## src/mips_pipe_pkg.sv

```systemverilog
`default_nettype none

package mips_pipe_pkg;

    typedef logic [31:0] word_t;      // data word or instruction word
    typedef logic [4:0]  reg_addr_t;  // register number
    typedef logic [5:0]  opcode_t;    // instr[31:26]
    typedef logic [5:0]  funct_t;     // instr[5:0] of an R-type
    typedef logic [2:0]  alu_op_t;
    typedef logic [1:0]  jump_type_t;

    // opcodes of the supported subset
    localparam opcode_t OP_RTYPE = 6'h00;
    localparam opcode_t OP_J     = 6'h02;
    localparam opcode_t OP_BEQ   = 6'h04;
    localparam opcode_t OP_BNE   = 6'h05;
    localparam opcode_t OP_ADDIU = 6'h09;
    localparam opcode_t OP_LW    = 6'h23;
    localparam opcode_t OP_SW    = 6'h2b;

    // function field values under OP_RTYPE
    localparam funct_t FN_JR   = 6'h08;
    localparam funct_t FN_ADDU = 6'h21;
    localparam funct_t FN_SUBU = 6'h23;
    localparam funct_t FN_AND  = 6'h24;
    localparam funct_t FN_OR   = 6'h25;
    localparam funct_t FN_SLT  = 6'h2a;

    localparam alu_op_t ALU_ADD = 3'd0;
    localparam alu_op_t ALU_SUB = 3'd1;
    localparam alu_op_t ALU_AND = 3'd2;
    localparam alu_op_t ALU_OR  = 3'd3;
    localparam alu_op_t ALU_SLT = 3'd4; // signed compare, result is 0 or 1

    // what a decode-resolved transfer reads from the register file
    localparam jump_type_t JT_NONE = 2'd0; // no transfer, or j which reads nothing
    localparam jump_type_t JT_CMP  = 2'd1; // beq and bne read rs and rt
    localparam jump_type_t JT_REG  = 2'd2; // jr reads rs only

endpackage

`default_nettype wire

```

## src/mips_pipe_if.sv

```systemverilog
`timescale 1ns/100ps
`default_nettype none

// decode to execute register
interface id_ex_if;
    logic                    valid;
    mips_pipe_pkg::alu_op_t   alu_op;
    mips_pipe_pkg::word_t     rs_val;   // register file value, before forwarding
    mips_pipe_pkg::word_t     rt_val;
    mips_pipe_pkg::reg_addr_t rs;
    mips_pipe_pkg::reg_addr_t rt;
    mips_pipe_pkg::word_t     imm;      // already sign extended
    logic                    use_imm;
    logic                    memread;
    logic                    memwrite;
    logic                    regwrite;
    mips_pipe_pkg::reg_addr_t rd;       // rt for I-type

    modport source (output valid, alu_op, rs_val, rt_val, rs, rt, imm, use_imm,
                    memread, memwrite, regwrite, rd);
    modport sink   (input valid, alu_op, rs_val, rt_val, rs, rt, imm, use_imm,
                    memread, memwrite, regwrite, rd);
endinterface

// execute to memory register
interface ex_mem_if;
    logic                    valid;
    mips_pipe_pkg::word_t     alu_result; // also the load or store address
    mips_pipe_pkg::word_t     store_data; // forwarded rt value
    logic                    memread;
    logic                    memwrite;
    logic                    regwrite;
    mips_pipe_pkg::reg_addr_t rd;

    modport source (output valid, alu_result, store_data, memread, memwrite, regwrite, rd);
    modport sink   (input valid, alu_result, store_data, memread, memwrite, regwrite, rd);
endinterface

// memory to write-back register, result already selected
interface mem_wb_if;
    logic                    valid;
    logic                    regwrite;
    mips_pipe_pkg::reg_addr_t rd;
    mips_pipe_pkg::word_t     result;

    modport source (output valid, regwrite, rd, result);
    modport sink   (input valid, regwrite, rd, result);
endinterface

`default_nettype wire

```

## src/fetch_stage.sv

```systemverilog
`timescale 1ns/100ps
`default_nettype none

module fetch_stage (
    input  wire                  i_clk,
    input  wire                  i_arst_n,
    input  wire                  i_stall,   // hold pc and the decode register
    input  wire                  i_take,    // transfer resolved in decode
    input  mips_pipe_pkg::word_t i_target,
    input  mips_pipe_pkg::word_t i_instr,   // instruction memory answer for o_pc
    output mips_pipe_pkg::word_t o_pc,
    output mips_pipe_pkg::word_t o_if_instr,
    output mips_pipe_pkg::word_t o_if_pc4,
    output logic                 o_if_squash
);

    mips_pipe_pkg::word_t pc_plus4;

    assign pc_plus4 = o_pc + 32'd4;

    // control state, squash comes out of reset set so decode sees an empty slot
    always_ff @(posedge i_clk or negedge i_arst_n) begin
        if (!i_arst_n) begin
            o_pc        <= '0;
            o_if_squash <= 1'b1;
        end else if (!i_stall) begin
            o_pc        <= i_take ? i_target : pc_plus4;
            o_if_squash <= i_take; // the word fetched now sits behind the transfer
        end
    end

    always_ff @(posedge i_clk) begin
        if (!i_stall) begin
            o_if_instr <= i_instr;
            o_if_pc4   <= pc_plus4; // base for the branch target in decode
        end
    end

    // branch offsets and jump targets are word multiples, so pc never loses alignment
    a_pc_aligned : assert property (@(posedge i_clk) disable iff (!i_arst_n)
        o_pc[1:0] == 2'b00);

endmodule

`default_nettype wire

```

## src/hazard_detection_unit.sv

```systemverilog
`timescale 1ns/100ps
`default_nettype none

module hazard_detection_unit (
    input  wire                       i_memread_ex,   // load sitting in execute
    input  mips_pipe_pkg::reg_addr_t  i_rt_ex,        // its destination
    input  mips_pipe_pkg::reg_addr_t  i_rs_id,
    input  mips_pipe_pkg::reg_addr_t  i_rt_id,
    input  mips_pipe_pkg::jump_type_t i_jumptype,     // transfer in decode
    input  mips_pipe_pkg::reg_addr_t  i_rd_ex,
    input  mips_pipe_pkg::reg_addr_t  i_rd_mem,
    input  wire                       i_regwrite_ex,
    input  wire                       i_regwrite_mem,
    output logic                      o_stall
);

    logic load_use;
    logic rs_busy; // rs still being produced in execute or memory
    logic rt_busy;

    // a load result is only ready at the end of memory, so the consumer waits one cycle
    assign load_use = i_memread_ex && (i_rt_ex != '0) &&
                      ((i_rt_ex == i_rs_id) || (i_rt_ex == i_rt_id));

    // write-back needs no term here because the register file reads through the write
    assign rs_busy = (i_rs_id != '0) &&
                     ((i_regwrite_ex && (i_rd_ex == i_rs_id)) ||
                      (i_regwrite_mem && (i_rd_mem == i_rs_id)));
    assign rt_busy = (i_rt_id != '0) &&
                     ((i_regwrite_ex && (i_rd_ex == i_rt_id)) ||
                      (i_regwrite_mem && (i_rd_mem == i_rt_id)));

    always_comb begin
        case (i_jumptype)
            mips_pipe_pkg::JT_CMP: o_stall = load_use || rs_busy || rt_busy; // beq, bne
            mips_pipe_pkg::JT_REG: o_stall = load_use || rs_busy;            // jr
            default:               o_stall = load_use;
        endcase
    end

    // a load in execute is also the register writer that the branch terms see there
    always_comb begin
        if (i_memread_ex) begin
            a_load_is_writer : assert (i_regwrite_ex && (i_rd_ex == i_rt_ex));
        end
    end

endmodule

`default_nettype wire

```

## src/decode_stage.sv

```systemverilog
`timescale 1ns/100ps
`default_nettype none

module decode_stage (
    input  wire                      i_clk,
    input  wire                      i_arst_n,
    input  mips_pipe_pkg::word_t     i_if_instr,
    input  mips_pipe_pkg::word_t     i_if_pc4,
    input  wire                      i_if_squash,
    input  mips_pipe_pkg::reg_addr_t i_ex_rd,        // instruction now in execute
    input  wire                      i_ex_regwrite,
    input  mips_pipe_pkg::reg_addr_t i_mem_rd,       // instruction now in memory
    input  wire                      i_mem_regwrite,
    mem_wb_if.sink                   wb,
    id_ex_if.source                  idex,
    output logic                     o_stall,
    output logic                     o_take,
    output mips_pipe_pkg::word_t     o_target
);

    mips_pipe_pkg::word_t      rf [32];
    mips_pipe_pkg::opcode_t    opcode;
    mips_pipe_pkg::funct_t     funct;
    mips_pipe_pkg::reg_addr_t  rs, rt, dest;
    mips_pipe_pkg::word_t      simm, rs_val, rt_val, br_target, j_target;
    mips_pipe_pkg::alu_op_t    alu_op;
    mips_pipe_pkg::jump_type_t jtype;
    logic valid, use_imm, memread, memwrite, regwrite, is_j, is_bne, cmp_hit, wb_we;

    assign valid  = !i_if_squash;
    assign opcode = i_if_instr[31:26];
    assign funct  = i_if_instr[5:0];
    assign rs     = i_if_instr[25:21];
    assign rt     = i_if_instr[20:16];
    assign simm   = {{16{i_if_instr[15]}}, i_if_instr[15:0]};

    always_comb begin
        alu_op   = mips_pipe_pkg::ALU_ADD; // address math for lw and sw
        use_imm  = 1'b0;
        memread  = 1'b0;
        memwrite = 1'b0;
        regwrite = 1'b0;
        dest     = i_if_instr[15:11];
        jtype    = mips_pipe_pkg::JT_NONE;
        is_j     = 1'b0;
        is_bne   = 1'b0;
        case (opcode)
            mips_pipe_pkg::OP_RTYPE: begin
                regwrite = 1'b1;
                case (funct)
                    mips_pipe_pkg::FN_ADDU: alu_op = mips_pipe_pkg::ALU_ADD;
                    mips_pipe_pkg::FN_SUBU: alu_op = mips_pipe_pkg::ALU_SUB;
                    mips_pipe_pkg::FN_AND:  alu_op = mips_pipe_pkg::ALU_AND;
                    mips_pipe_pkg::FN_OR:   alu_op = mips_pipe_pkg::ALU_OR;
                    mips_pipe_pkg::FN_SLT:  alu_op = mips_pipe_pkg::ALU_SLT;
                    mips_pipe_pkg::FN_JR: begin
                        regwrite = 1'b0;
                        jtype    = mips_pipe_pkg::JT_REG;
                    end
                    default: regwrite = 1'b0; // unsupported funct, sll r0 nop included
                endcase
            end
            mips_pipe_pkg::OP_ADDIU: begin
                {use_imm, regwrite} = 2'b11;
                dest = rt;
            end
            mips_pipe_pkg::OP_LW: begin
                {use_imm, memread, regwrite} = 3'b111;
                dest = rt;
            end
            mips_pipe_pkg::OP_SW:  {use_imm, memwrite} = 2'b11;
            mips_pipe_pkg::OP_BEQ: jtype = mips_pipe_pkg::JT_CMP;
            mips_pipe_pkg::OP_BNE: begin
                jtype  = mips_pipe_pkg::JT_CMP;
                is_bne = 1'b1;
            end
            mips_pipe_pkg::OP_J: is_j = 1'b1;
            default: ;
        endcase
    end

    // register 0 stays zero, a write in the same cycle is seen by the read
    assign wb_we  = wb.valid && wb.regwrite && (wb.rd != '0);
    assign rs_val = (rs == '0) ? '0 : (wb_we && wb.rd == rs) ? wb.result : rf[rs];
    assign rt_val = (rt == '0) ? '0 : (wb_we && wb.rd == rt) ? wb.result : rf[rt];

    always_ff @(posedge i_clk) begin
        if (wb_we) rf[wb.rd] <= wb.result;
    end

    hazard_detection_unit u_hazard_detection_unit (
        .i_memread_ex   (idex.memread),   // cleared on bubbles, so no valid needed
        .i_rt_ex        (idex.rd),
        .i_rs_id        (rs),
        .i_rt_id        (rt),
        .i_jumptype     (valid ? jtype : mips_pipe_pkg::JT_NONE),
        .i_rd_ex        (i_ex_rd),
        .i_rd_mem       (i_mem_rd),
        .i_regwrite_ex  (i_ex_regwrite),
        .i_regwrite_mem (i_mem_regwrite),
        .o_stall        (o_stall)
    );

    assign cmp_hit   = (rs_val == rt_val) ^ is_bne; // taken condition for beq or bne
    assign br_target = i_if_pc4 + {simm[29:0], 2'b00};
    assign j_target  = {i_if_pc4[31:28], i_if_instr[25:0], 2'b00};
    assign o_take    = valid && !o_stall && (is_j || (jtype == mips_pipe_pkg::JT_REG) ||
                       ((jtype == mips_pipe_pkg::JT_CMP) && cmp_hit));
    assign o_target  = is_j ? j_target :
                       (jtype == mips_pipe_pkg::JT_REG) ? rs_val : br_target;

    // a stalled or squashed slot goes out as a bubble
    always_ff @(posedge i_clk or negedge i_arst_n) begin
        if (!i_arst_n) begin
            {idex.valid, idex.memread, idex.memwrite, idex.regwrite} <= '0;
        end else begin
            idex.valid    <= valid && !o_stall;
            idex.memread  <= valid && !o_stall && memread;
            idex.memwrite <= valid && !o_stall && memwrite;
            idex.regwrite <= valid && !o_stall && regwrite;
        end
    end

    always_ff @(posedge i_clk) begin
        idex.alu_op  <= alu_op;
        idex.rs_val  <= rs_val;
        idex.rt_val  <= rt_val;
        idex.rs      <= rs;
        idex.rt      <= rt;
        idex.imm     <= simm;
        idex.use_imm <= use_imm;
        idex.rd      <= dest;
    end

endmodule

`default_nettype wire

```

## src/execute_stage.sv

```systemverilog
`timescale 1ns/100ps
`default_nettype none

module execute_stage (
    input  wire                      i_clk,
    input  wire                      i_arst_n,
    id_ex_if.sink                    idex,
    mem_wb_if.sink                   wb,
    ex_mem_if.source                 exmem,
    output mips_pipe_pkg::reg_addr_t o_ex_rd,       // for the hazard unit in decode
    output logic                     o_ex_regwrite
);

    mips_pipe_pkg::word_t op_a, rt_fwd, op_b, alu_y;

    // newest producer wins, a load still in memory never forwards its address
    function automatic mips_pipe_pkg::word_t fwd(input mips_pipe_pkg::reg_addr_t r,
                                                 input mips_pipe_pkg::word_t dec_val);
        mips_pipe_pkg::word_t v;
        v = dec_val;
        if (r != '0 && wb.valid && wb.regwrite && wb.rd == r) v = wb.result;
        if (r != '0 && exmem.valid && exmem.regwrite && !exmem.memread && exmem.rd == r)
            v = exmem.alu_result;
        return v;
    endfunction

    always_comb begin
        op_a   = fwd(idex.rs, idex.rs_val);
        rt_fwd = fwd(idex.rt, idex.rt_val); // also the store data of sw
        op_b   = idex.use_imm ? idex.imm : rt_fwd;
        case (idex.alu_op)
            mips_pipe_pkg::ALU_SUB: alu_y = op_a - op_b;
            mips_pipe_pkg::ALU_AND: alu_y = op_a & op_b;
            mips_pipe_pkg::ALU_OR:  alu_y = op_a | op_b;
            mips_pipe_pkg::ALU_SLT: alu_y = {31'd0, $signed(op_a) < $signed(op_b)};
            default:                alu_y = op_a + op_b;
        endcase
    end

    assign o_ex_rd       = idex.rd;
    assign o_ex_regwrite = idex.valid && idex.regwrite;

    always_ff @(posedge i_clk or negedge i_arst_n) begin
        if (!i_arst_n) begin
            {exmem.valid, exmem.memread, exmem.memwrite, exmem.regwrite} <= '0;
        end else begin
            exmem.valid    <= idex.valid;
            exmem.memread  <= idex.memread;
            exmem.memwrite <= idex.memwrite;
            exmem.regwrite <= idex.regwrite;
        end
    end

    always_ff @(posedge i_clk) begin
        exmem.alu_result <= alu_y;
        exmem.store_data <= rt_fwd;
        exmem.rd         <= idex.rd;
    end

    // decode gives each opcode at most one memory control
    a_one_mem_op : assert property (@(posedge i_clk) disable iff (!i_arst_n)
        !(idex.memread && idex.memwrite));

endmodule

`default_nettype wire

```

## src/memory_stage.sv

```systemverilog
`timescale 1ns/100ps
`default_nettype none

module memory_stage #(
    parameter int DMEM_ADDR_W = 6 // word address width of the data memory
) (
    input  wire                      i_clk,
    input  wire                      i_arst_n,
    ex_mem_if.sink                   exmem,
    mem_wb_if.source                 memwb,
    output mips_pipe_pkg::reg_addr_t o_mem_rd,      // for the hazard unit in decode
    output logic                     o_mem_regwrite
);

    mips_pipe_pkg::word_t   dmem [2**DMEM_ADDR_W];
    logic [DMEM_ADDR_W-1:0] waddr;  // byte address dropped to a word index
    mips_pipe_pkg::word_t   load_data;

    assign waddr     = exmem.alu_result[DMEM_ADDR_W+1:2];
    assign load_data = dmem[waddr]; // asynchronous read, lands in write-back next edge

    always_ff @(posedge i_clk) begin
        if (exmem.valid && exmem.memwrite) dmem[waddr] <= exmem.store_data;
    end

    assign o_mem_rd       = exmem.rd;
    assign o_mem_regwrite = exmem.valid && exmem.regwrite;

    always_ff @(posedge i_clk or negedge i_arst_n) begin
        if (!i_arst_n) begin
            memwb.valid    <= 1'b0;
            memwb.regwrite <= 1'b0;
        end else begin
            memwb.valid    <= exmem.valid;
            memwb.regwrite <= exmem.regwrite;
        end
    end

    always_ff @(posedge i_clk) begin
        memwb.rd     <= exmem.rd;
        memwb.result <= exmem.memread ? load_data : exmem.alu_result;
    end

    // the program must keep its data inside the memory, no aliasing of high addresses
    a_addr_in_range : assert property (@(posedge i_clk) disable iff (!i_arst_n)
        (exmem.valid && (exmem.memread || exmem.memwrite)) |->
        (exmem.alu_result[31:DMEM_ADDR_W+2] == '0));

endmodule

`default_nettype wire

```

## src/mips_pipe_top.sv

```systemverilog
`timescale 1ns/100ps
`default_nettype none

module mips_pipe_top #(
    parameter int DMEM_ADDR_W = 6
) (
    input  wire                      i_clk,
    input  wire                      i_arst_n,
    input  mips_pipe_pkg::word_t     i_instr,       // instruction at o_pc, same cycle
    output mips_pipe_pkg::word_t     o_pc,
    output logic                     o_retire_en,   // a register write is committed
    output mips_pipe_pkg::reg_addr_t o_retire_rd,
    output mips_pipe_pkg::word_t     o_retire_data,
    output logic                     o_stall
);

    mips_pipe_pkg::word_t     if_instr, if_pc4, target;
    mips_pipe_pkg::reg_addr_t ex_rd, mem_rd;
    logic                     if_squash, take, ex_regwrite, mem_regwrite;

    id_ex_if  idex_bus ();
    ex_mem_if exmem_bus ();
    mem_wb_if memwb_bus ();

    fetch_stage u_fetch_stage (
        .i_clk       (i_clk),
        .i_arst_n    (i_arst_n),
        .i_stall     (o_stall),
        .i_take      (take),
        .i_target    (target),
        .i_instr     (i_instr),
        .o_pc        (o_pc),
        .o_if_instr  (if_instr),
        .o_if_pc4    (if_pc4),
        .o_if_squash (if_squash)
    );

    decode_stage u_decode_stage (
        .i_clk          (i_clk),
        .i_arst_n       (i_arst_n),
        .i_if_instr     (if_instr),
        .i_if_pc4       (if_pc4),
        .i_if_squash    (if_squash),
        .i_ex_rd        (ex_rd),
        .i_ex_regwrite  (ex_regwrite),
        .i_mem_rd       (mem_rd),
        .i_mem_regwrite (mem_regwrite),
        .wb             (memwb_bus.sink),
        .idex           (idex_bus.source),
        .o_stall        (o_stall),
        .o_take         (take),
        .o_target       (target)
    );

    execute_stage u_execute_stage (
        .i_clk         (i_clk),
        .i_arst_n      (i_arst_n),
        .idex          (idex_bus.sink),
        .wb            (memwb_bus.sink),
        .exmem         (exmem_bus.source),
        .o_ex_rd       (ex_rd),
        .o_ex_regwrite (ex_regwrite)
    );

    memory_stage #(
        .DMEM_ADDR_W (DMEM_ADDR_W)
    ) u_memory_stage (
        .i_clk          (i_clk),
        .i_arst_n       (i_arst_n),
        .exmem          (exmem_bus.sink),
        .memwb          (memwb_bus.source),
        .o_mem_rd       (mem_rd),
        .o_mem_regwrite (mem_regwrite)
    );

    // writes to register 0 happen but are never reported
    assign o_retire_en   = memwb_bus.valid && memwb_bus.regwrite && (memwb_bus.rd != '0);
    assign o_retire_rd   = memwb_bus.rd;
    assign o_retire_data = memwb_bus.result;

endmodule

`default_nettype wire

```

## config.mk

```make
export PLATFORM = sky130hd
export DESIGN_NAME = mips_pipe_top
export DESIGN_NICKNAME = d
export VERILOG_FILES = /design/src/mips_pipe_pkg.sv /design/src/mips_pipe_if.sv /design/src/fetch_stage.sv /design/src/hazard_detection_unit.sv /design/src/decode_stage.sv /design/src/execute_stage.sv /design/src/memory_stage.sv /design/src/mips_pipe_top.sv
export SDC_FILE = /design/constraint.sdc
export NUM_CORES = 2
export LEC_CHECK = 0
export ABC_AREA = 1
export BUFFER_PORTS_ARGS = -buffer_cell sky130_fd_sc_hd__buf_2
export CAP_MARGIN = 20
export CELL_PAD_IN_SITES_DETAIL_PLACEMENT = 1
export CELL_PAD_IN_SITES_GLOBAL_PLACEMENT = 2
export CORE_UTILIZATION = 44
export DETAILED_ROUTE_END_ITERATION = 8
export GPL_ROUTABILITY_DRIVEN = 0
export PLACE_DENSITY_LB_ADDON = 0.1
export SETUP_SLACK_MARGIN = 0.05
export SLEW_MARGIN = 20
export SYNTH_ARGS = -nofsm -noshare
export SYNTH_HDL_FRONTEND = slang
export SYNTH_SLANG_ARGS = --single-unit
```

## constraint.sdc

```tcl
create_clock -name i_clk -period 5.85 [get_ports i_clk]
set_clock_uncertainty 0.05 [all_clocks]
set_input_delay 0.2925 -clock i_clk [delete_from_list [all_inputs] [get_ports i_clk]]
set_output_delay 0.2925 -clock i_clk [all_outputs]
set_load 0.01 [all_outputs]
```

Word level (Yosys, flattened, before mapping). Memories as Yosys holds them, arrays and structs flattened. A register that Yosys moved wholly into a read port is not among the register bits. Cells that the tools add are included.

Memories: 2. Register bits: 312. Bits in writable memories: 3072. Input bits: 34. Output and inout bits: 71. Logic and storage cells: 159.

Memory list: u_memory_stage.dmem (words 64, bits a word 32, read ports 1, clocked after memory_dff 1, write ports 1, RTL line memory_stage.sv:15) `mips_pipe_pkg::word_t dmem [2**DMEM_ADDR_W];`; u_decode_stage.rf (words 32, bits a word 32, read ports 2, clocked after memory_dff 2, write ports 1, RTL line decode_stage.sv:21) `mips_pipe_pkg::word_t rf [32];`.

Mux-type cells: 33. Reduce and logical (&&, ||, !) cells: 58. Bitwise operators: 3. Equal/unequal tests: 31. Add/subtract/negate cells: 4. $lt $le $gt $ge: 1.

Operators by type and width (number): $mux W32 (13); $pmux W32 S4 (1); $add A32 B32 Y32 (2); $eq A5 B5 Y1 (10); $eq A6 B6 Y1 const B (7); $logic_and A1 B1 Y1 (35); $add A32 B3 Y32 const B (1); $and A32 B32 Y32 (1); $eq A32 B32 Y1 (1); $lt A32 B32 Y1 (1); $or A32 B32 Y32 (1); $sub A32 B32 Y32 (1); $reduce_bool A5 Y1 (6); $mux W5 (3); $eq A6 B3 Y1 const B (2); $eq A6 B4 Y1 const B (2); $pmux W3 S4 (1); $logic_not A5 Y1 (2); $mux W1 (10); $logic_or A1 B1 Y1 (7); $eq A3 B2 Y1 const B (2); $eq A6 B2 Y1 const B (1); $logic_not A6 Y1 (1); $reduce_or A5 Y1 (1); other kinds (11) (18).

Depth between registers and ports, before layout.
Depth after elaboration: 11. Gate-level depth with buffers: 34. Mapped depth without buffers: 34.

By module. From an unflattened synthesis, not the netlist that was laid out.

Cell total of the unflattened synthesis: 18053. Area total of the unflattened synthesis: 162091.7 um^2.

Modules (own cells, without submodules): memory_stage (area an instance 87102.3 um^2, times used 1, cells an instance 8542, sequential area each 62289.7 um^2); decode_stage (area an instance 59641.0 um^2, times used 1, cells an instance 7036, sequential area each 32831.5 um^2); execute_stage (area an instance 10264.8 um^2, times used 1, cells an instance 1877, sequential area each 1481.4 um^2); fetch_stage (area an instance 4445.5 um^2, times used 1, cells an instance 449, sequential area each 2748.9 um^2); hazard_detection_unit (area an instance 606.8 um^2, times used 1, cells an instance 141, sequential area each 0.0 um^2); mips_pipe_top (area an instance 31.3 um^2, times used 1, cells an instance 8, sequential area each 0.0 um^2).

Worst setup path before layout. OpenSTA, ideal clock, no wires.

Path kind: register -> register. Start: reg u_execute_stage.exmem.alu_result[7]. End: mem u_memory_stage.dmem[37][0] in the netlist's numbering, enable pin. Setup slack: 1064 ps. Data arrival time: 4235 ps. Cell stages (with the launch flop): 6. Buffers on the path: 1. Required time: 5299 ps. Clock period less this slack: 4786 ps. Setup time: 501 ps. Cell sequence: dfxtp_1 nand2_1 nor2_1 clkbuf_1 nand2_1 nor4_1.

RTL lines: from (decl) (RTL line mips_pipe_if.sv:35) `modport source (output valid, alu_result, store_data, memread, memwrite, regwrite, rd);`; from (signal assigned) (RTL line execute_stage.sv:55) `exmem.alu_result <= alu_y;`; to (decl) (RTL line memory_stage.sv:15).

No word-level cell before the write port.

Worst setup path after layout.
Start: reg u_execute_stage.exmem.rd[3]. End: reg u_execute_stage.exmem.alu_result[27].

Word-level cells in the longest chain between the ends: 6. Elaborated cells between the ends (all ways): 12. Classes of those cells: 2 x add/sub; 2 x eq/ne; 4 x mux; 2 x bitwise; 2 x reduce/logical.

Ends and longest elaborated chain: from (decl) (RTL line mips_pipe_if.sv:35); $eq A5 B5 Y1 (RTL line execute_stage.sv:22) `if (r != '0 && exmem.valid && exmem.regwrite && !exmem.memread && exmem.rd == r)`; $logic_and A1 B1 Y1 (RTL line execute_stage.sv:22); $mux W32 (RTL line execute_stage.sv:22); $mux W32 (RTL line execute_stage.sv:30) `op_b = idex.use_imm ? idex.imm : rt_fwd;`; $add A32 B32 Y32 (tied with other cells) (RTL line execute_stage.sv:36) `default: alu_y = op_a + op_b;`; $pmux W32 S4 * (RTL line execute_stage.sv:31) `case (idex.alu_op)`; net u_execute_stage.alu_y[27] (RTL line execute_stage.sv:14) `mips_pipe_pkg::word_t op_a, rt_fwd, op_b, alu_y;`.

Mark *: on every way through the listed nets, which the timed path passes. The rest lies on a longest branch. A chain may end at the register's enable or synchronous reset.

==> metrics.md <==
| Metric | Value |
|---|---|
| Core Util, Final | `0.502` |
| Reg clk slew, reported paths | `approximately 0.060 ns` |
| Crit Reg-Reg Endpoint | `u_execute_stage.exmem.alu_result[27]$_DFF_P_` |
| Worst Hold Class | `in2reg` |
| Tmin final | `approximately 5.4 ns` |
| Relative slew margins | `0.170` |
| Initial Utilization | `0.442` |
| Grt ovf | `0` |
| CP top delay family | `simple AND/OR/NAND/NOR gates` |
| Die width | `581 um` |
| First-pass GRT wire length | `between 800 and 900 mm` |
| WP buf/inv | `9` |
| Fmax | `0.185 GHz` |
| I/O Pins | `105` |
| Outcome | `finished, final reports clean` |
| Layout area overhead | `13.5%` |
| Final hold violations | `0` |
| H-tree level count | `5` |
| Worst skew pair latency | `just under 1 ns` |
| Multi-input logic area | `between 0.04 and 0.05 mm2` |
| Post-synth EDFFs | `3136` |
| Worst-path fanout max | `9` |
| Port bufs | `between 100 and 150` |
| Drt first pass iters | `6` |
| Drt initial violations | `between 10000 and 15000` |
| CP Class | `reg2reg` |
| Min-delay src | `i_instr[16]` |
| DRC viols | `0` |
| Worst IR Drop VDD | `0.452 mV` |
| TNS Setup | `0 ns` |
| Core area | `~0.33 mm2` |
| WP data arrival | `~6.2 ns` |
| Final count of pins violating max slew | `0` |
| Post-synth cell types | `70` |
| Worst-Margin Slew | `roughly 1.2 ns` |
| Sequential area share after synthesis | `0.675` |
| Design Power | `~70 mW` |
| Initial antenna violation count | `30` |
| Net count, final | `approximately 13000` |
| Vias in the first global route | `110716` |
| Worst path max stage delay | `0.60 ns` |
| Total of max-cap violations | `0` |
| Largest net degree at the start of global routing | `roughly 160` |
| Area of the die | `around 0.34 mm2` |
| Row count | `~210` |
| Flop pwr share | `0.422` |
| Slowest CP cell | `or4_2` |
| Sw Share | `0.341` |
| Clk sinks | `3394` |
| Power Dens Cells | `between 400 and 500 mW/mm2` |
| Drt total wl | `roughly 590 mm` |
| Layout fillers | `around 34000` |
| FF+latch area | `0.0996 mm2` |
| Cells after Synth | `between 10000 and 15000` |
| Post-DP Area | `~0.15 mm2` |
| Clock Path Buffers | `4` |
| Clock share of power | `0.331` |
| CTS buffer count | `about 370` |
| Critical Path Start Type | `register` |
| Final setup vio count | `0` |
| Yosys warns | `0` |
| All-Layer GR Usage | `0.341` |
| Routed len/inst | `33.2 um` |
| Crit path required time | `about 6.6 ns` |
| Internal Power | `around 46 mW` |
| Cells on worst reg2reg path | `28` |
| Ys flop type | `edfxtp_1` |
| Crit path top cell by count | `inv_1` |
| Finished Cell Area | `0.167 mm2` |
| Seq cells post-synth | `around 3400` |
| Static leakage | `60.4 nW` |
| RSZ-0062 raised after global routing | `no` |
| Dpl hpwl | `355 mm` |
| Worst r2r src | `u_execute_stage.exmem.rd[3]$_DFF_P_` |
| WHS Path Cells | `2` |
| Combinational power share | `0.247` |
| DIE HEIGHT | `roughly 580 um` |
| Non-filler cells, final | `approximately 18000` |
| Post-Syn Area | `0.147 mm2` |
| Via count | `between 100k and 150k` |
| Worst setup EP type | `register` |
| Worst Hold End | `u_fetch_stage.o_if_instr[16]$_DFFE_PN_` |
| P_sw | `23.9 mW` |
| Internal reg-to-reg setup slack | `roughly 0.44 ns` |
| Asr flop ratio synth | `0.0127` |
| Root buf cell | `clkbuf_16` |
| Placed Cells incl. Taps | `approximately 17000` |
| Routed via count divided by cell count | `roughly 6.2` |
| Share of cells above drive strength 1 | `0.102` |
| CTS tree | `yes` |
| Syn Area/Cell | `approximately 12 um2` |
| Final ANT Viol Nets | `0` |
| Final worst-path cycle share | `0.926` |
-- flip-flops by register name, summed over array words and instances, names as in the netlist, 16 cells and up, named ones only --
signal	cells
u_memory_stage.dmem	2048
u_decode_stage.rf	1024
u_decode_stage.idex.rs_val	32
u_decode_stage.idex.rt_val	32
u_execute_stage.exmem.alu_result	32
u_execute_stage.exmem.store_data	32
u_fetch_stage.o_if_instr	32
u_fetch_stage.o_if_pc4	32
u_fetch_stage.o_pc	32
u_memory_stage.memwb.result	32
u_decode_stage.idex.imm	16
-- layer usage --
layer | GRT usage | part of all wire | vias up
met5 | 0 | 0.00011 | -
met4 | 0.157 | 0.051 | 10
met3 | 0.0447 | 0.070 | 1109
met2 | 0.555 | 0.47 | 4629
met1 | 0.455 | 0.41 | 57019
li1 | - | - | 46849
-- cell usage after synthesis (14+ instances only) --
master | number | area share
o22ai_1 | 14 | 0.00059
edfxtp_1 | 3136 | 0.64
a31oi_1 | 50 | 0.0021
inv_1 | 1066 | 0.027
or2_2 | 62 | 0.0026
a21oi_2 | 27 | 0.0016
nor3_1 | 39 | 0.0013
xnor2_1 | 27 | 0.0016
xor2_1 | 43 | 0.0026
a221oi_1 | 281 | 0.017
a22o_1 | 196 | 0.012
clkbuf_1 | 399 | 0.010
nand3_1 | 1399 | 0.047
buf_1 | 69 | 0.0018
a22oi_1 | 309 | 0.016
o2111ai_1 | 19 | 0.0011
buf_4 | 50 | 0.0025
dfrtp_1 | 42 | 0.0071
buf_6 | 38 | 0.0029
o21ai_0 | 357 | 0.012
o32ai_1 | 17 | 0.0010
nor2_1 | 471 | 0.012
nand4_1 | 266 | 0.011
ha_1 | 128 | 0.011
dfxtp_1 | 215 | 0.029
nand2_1 | 2738 | 0.070
o221ai_1 | 15 | 0.00089
buf_2 | 249 | 0.0085
a21oi_1 | 355 | 0.012
o21ai_1 | 30 | 0.0010
o211ai_1 | 556 | 0.028
-- cell type report --
class | instances | area share
timing repair buffer | 599 | 0.0315
inverter | 1089 | 0.0248
antenna | 13 | 0.000194
clock buffer | 471 | 0.0599
tap | 4387 | 0.0328
multi-input combinational | 7550 | 0.245
sequential | 3394 | 0.596
clock inverter | 208 | 0.0104
-- how the worst max path moves through the flow --
stage	startpoint	endpoint	cells after the start
2_1_floorplan	u_execute_stage.exmem.alu_result[7]$_DFF_P_	u_memory_stage.dmem[37][0]$_DFFE_PP_	5
3_3_place_gp	u_memory_stage.memwb.rd[0]$_DFF_P_	u_execute_stage.exmem.alu_result[27]$_DFF_P_	29
3_5_place_dp	u_execute_stage.exmem.rd[3]$_DFF_P_	u_execute_stage.exmem.alu_result[27]$_DFF_P_	28
4_1_cts	u_execute_stage.exmem.rd[3]$_DFF_P_	u_execute_stage.exmem.alu_result[27]$_DFF_P_	28
5_1_grt	u_memory_stage.memwb.regwrite$_DFF_PN0_	u_execute_stage.exmem.alu_result[27]$_DFF_P_	31
6_report	u_execute_stage.exmem.rd[3]$_DFF_P_	u_execute_stage.exmem.alu_result[27]$_DFF_P_	28
-- layout by cell type (no fill, tap or decap), types with 68 or more instances in the layout --
master     Yosys  routed
a22o_1       196     196
clkbuf_16      0     384
a22oi_1      309     309
nand4_1      266     266
o21ai_0      357     354
clkbuf_1     399      79
a221oi_1     281     276
buf_12         0      68
dfxtp_1      215     163
a21oi_1      355     355
buf_2        249     103
nor2_1       471     369
nand3_1     1399    1398
nand2_1     2738    2735
ha_1         128     128
inv_1       1066    1058
edfxtp_1    3136    3136
o211ai_1     556     556
nor2_4         0      98
buf_4         50     367
clkinv_1      12     110
-- power groups by stage --
stage                     clock, mW  sequential (mW)  combinational [mW]
after floorplan                   0             30.3                7.62
after detailed placement          0             30.0                17.0
after CTS                      23.4             29.5                17.1
after global placement            0             30.0                16.7
final                          23.2             29.6                17.3
after global routing           24.2             29.6                18.0
-- cells by family (layout without fill, tap and decap cells) --
family | Yosys count | count (layout) | share of synthesized area
AO/OA/AOI/OAI | 2294 | 2294 | 0.109
XOR/XNOR | 70 | 70 | 0.00416
adder cells (fa/ha/maj) | 131 | 131 | 0.0113
buffers and inverters | 1894 | 2367 | 0.0536
flip-flops | 3394 | 3394 | 0.675
other | 1 | 45 | 0.0000254
AND/OR/NAND/NOR | 5023 | 5023 | 0.147
-- per-stage QoR --
step	worst slack, ns	hold WS, ns
after floorplan	1.06	-0.0531
after global placement	0.361	0.338
after detailed placement	0.367	0.343
after CTS	0.335	0.000252
after global routing	0.0583	0.0714
final	0.435	0.0683
-- timing repair --
| item | CTS | global route |
|---|---|---|
| gates resized for setup | 0 | 6 |
| hold buffers | 58 | 0 |
| setup buffers | 0 | 0 |
| setup endpoints to repair | 0 | 11 |
| hold endpoints to repair | 84 | 0 |
Note: power is estimated with default switching activity, not from simulation.
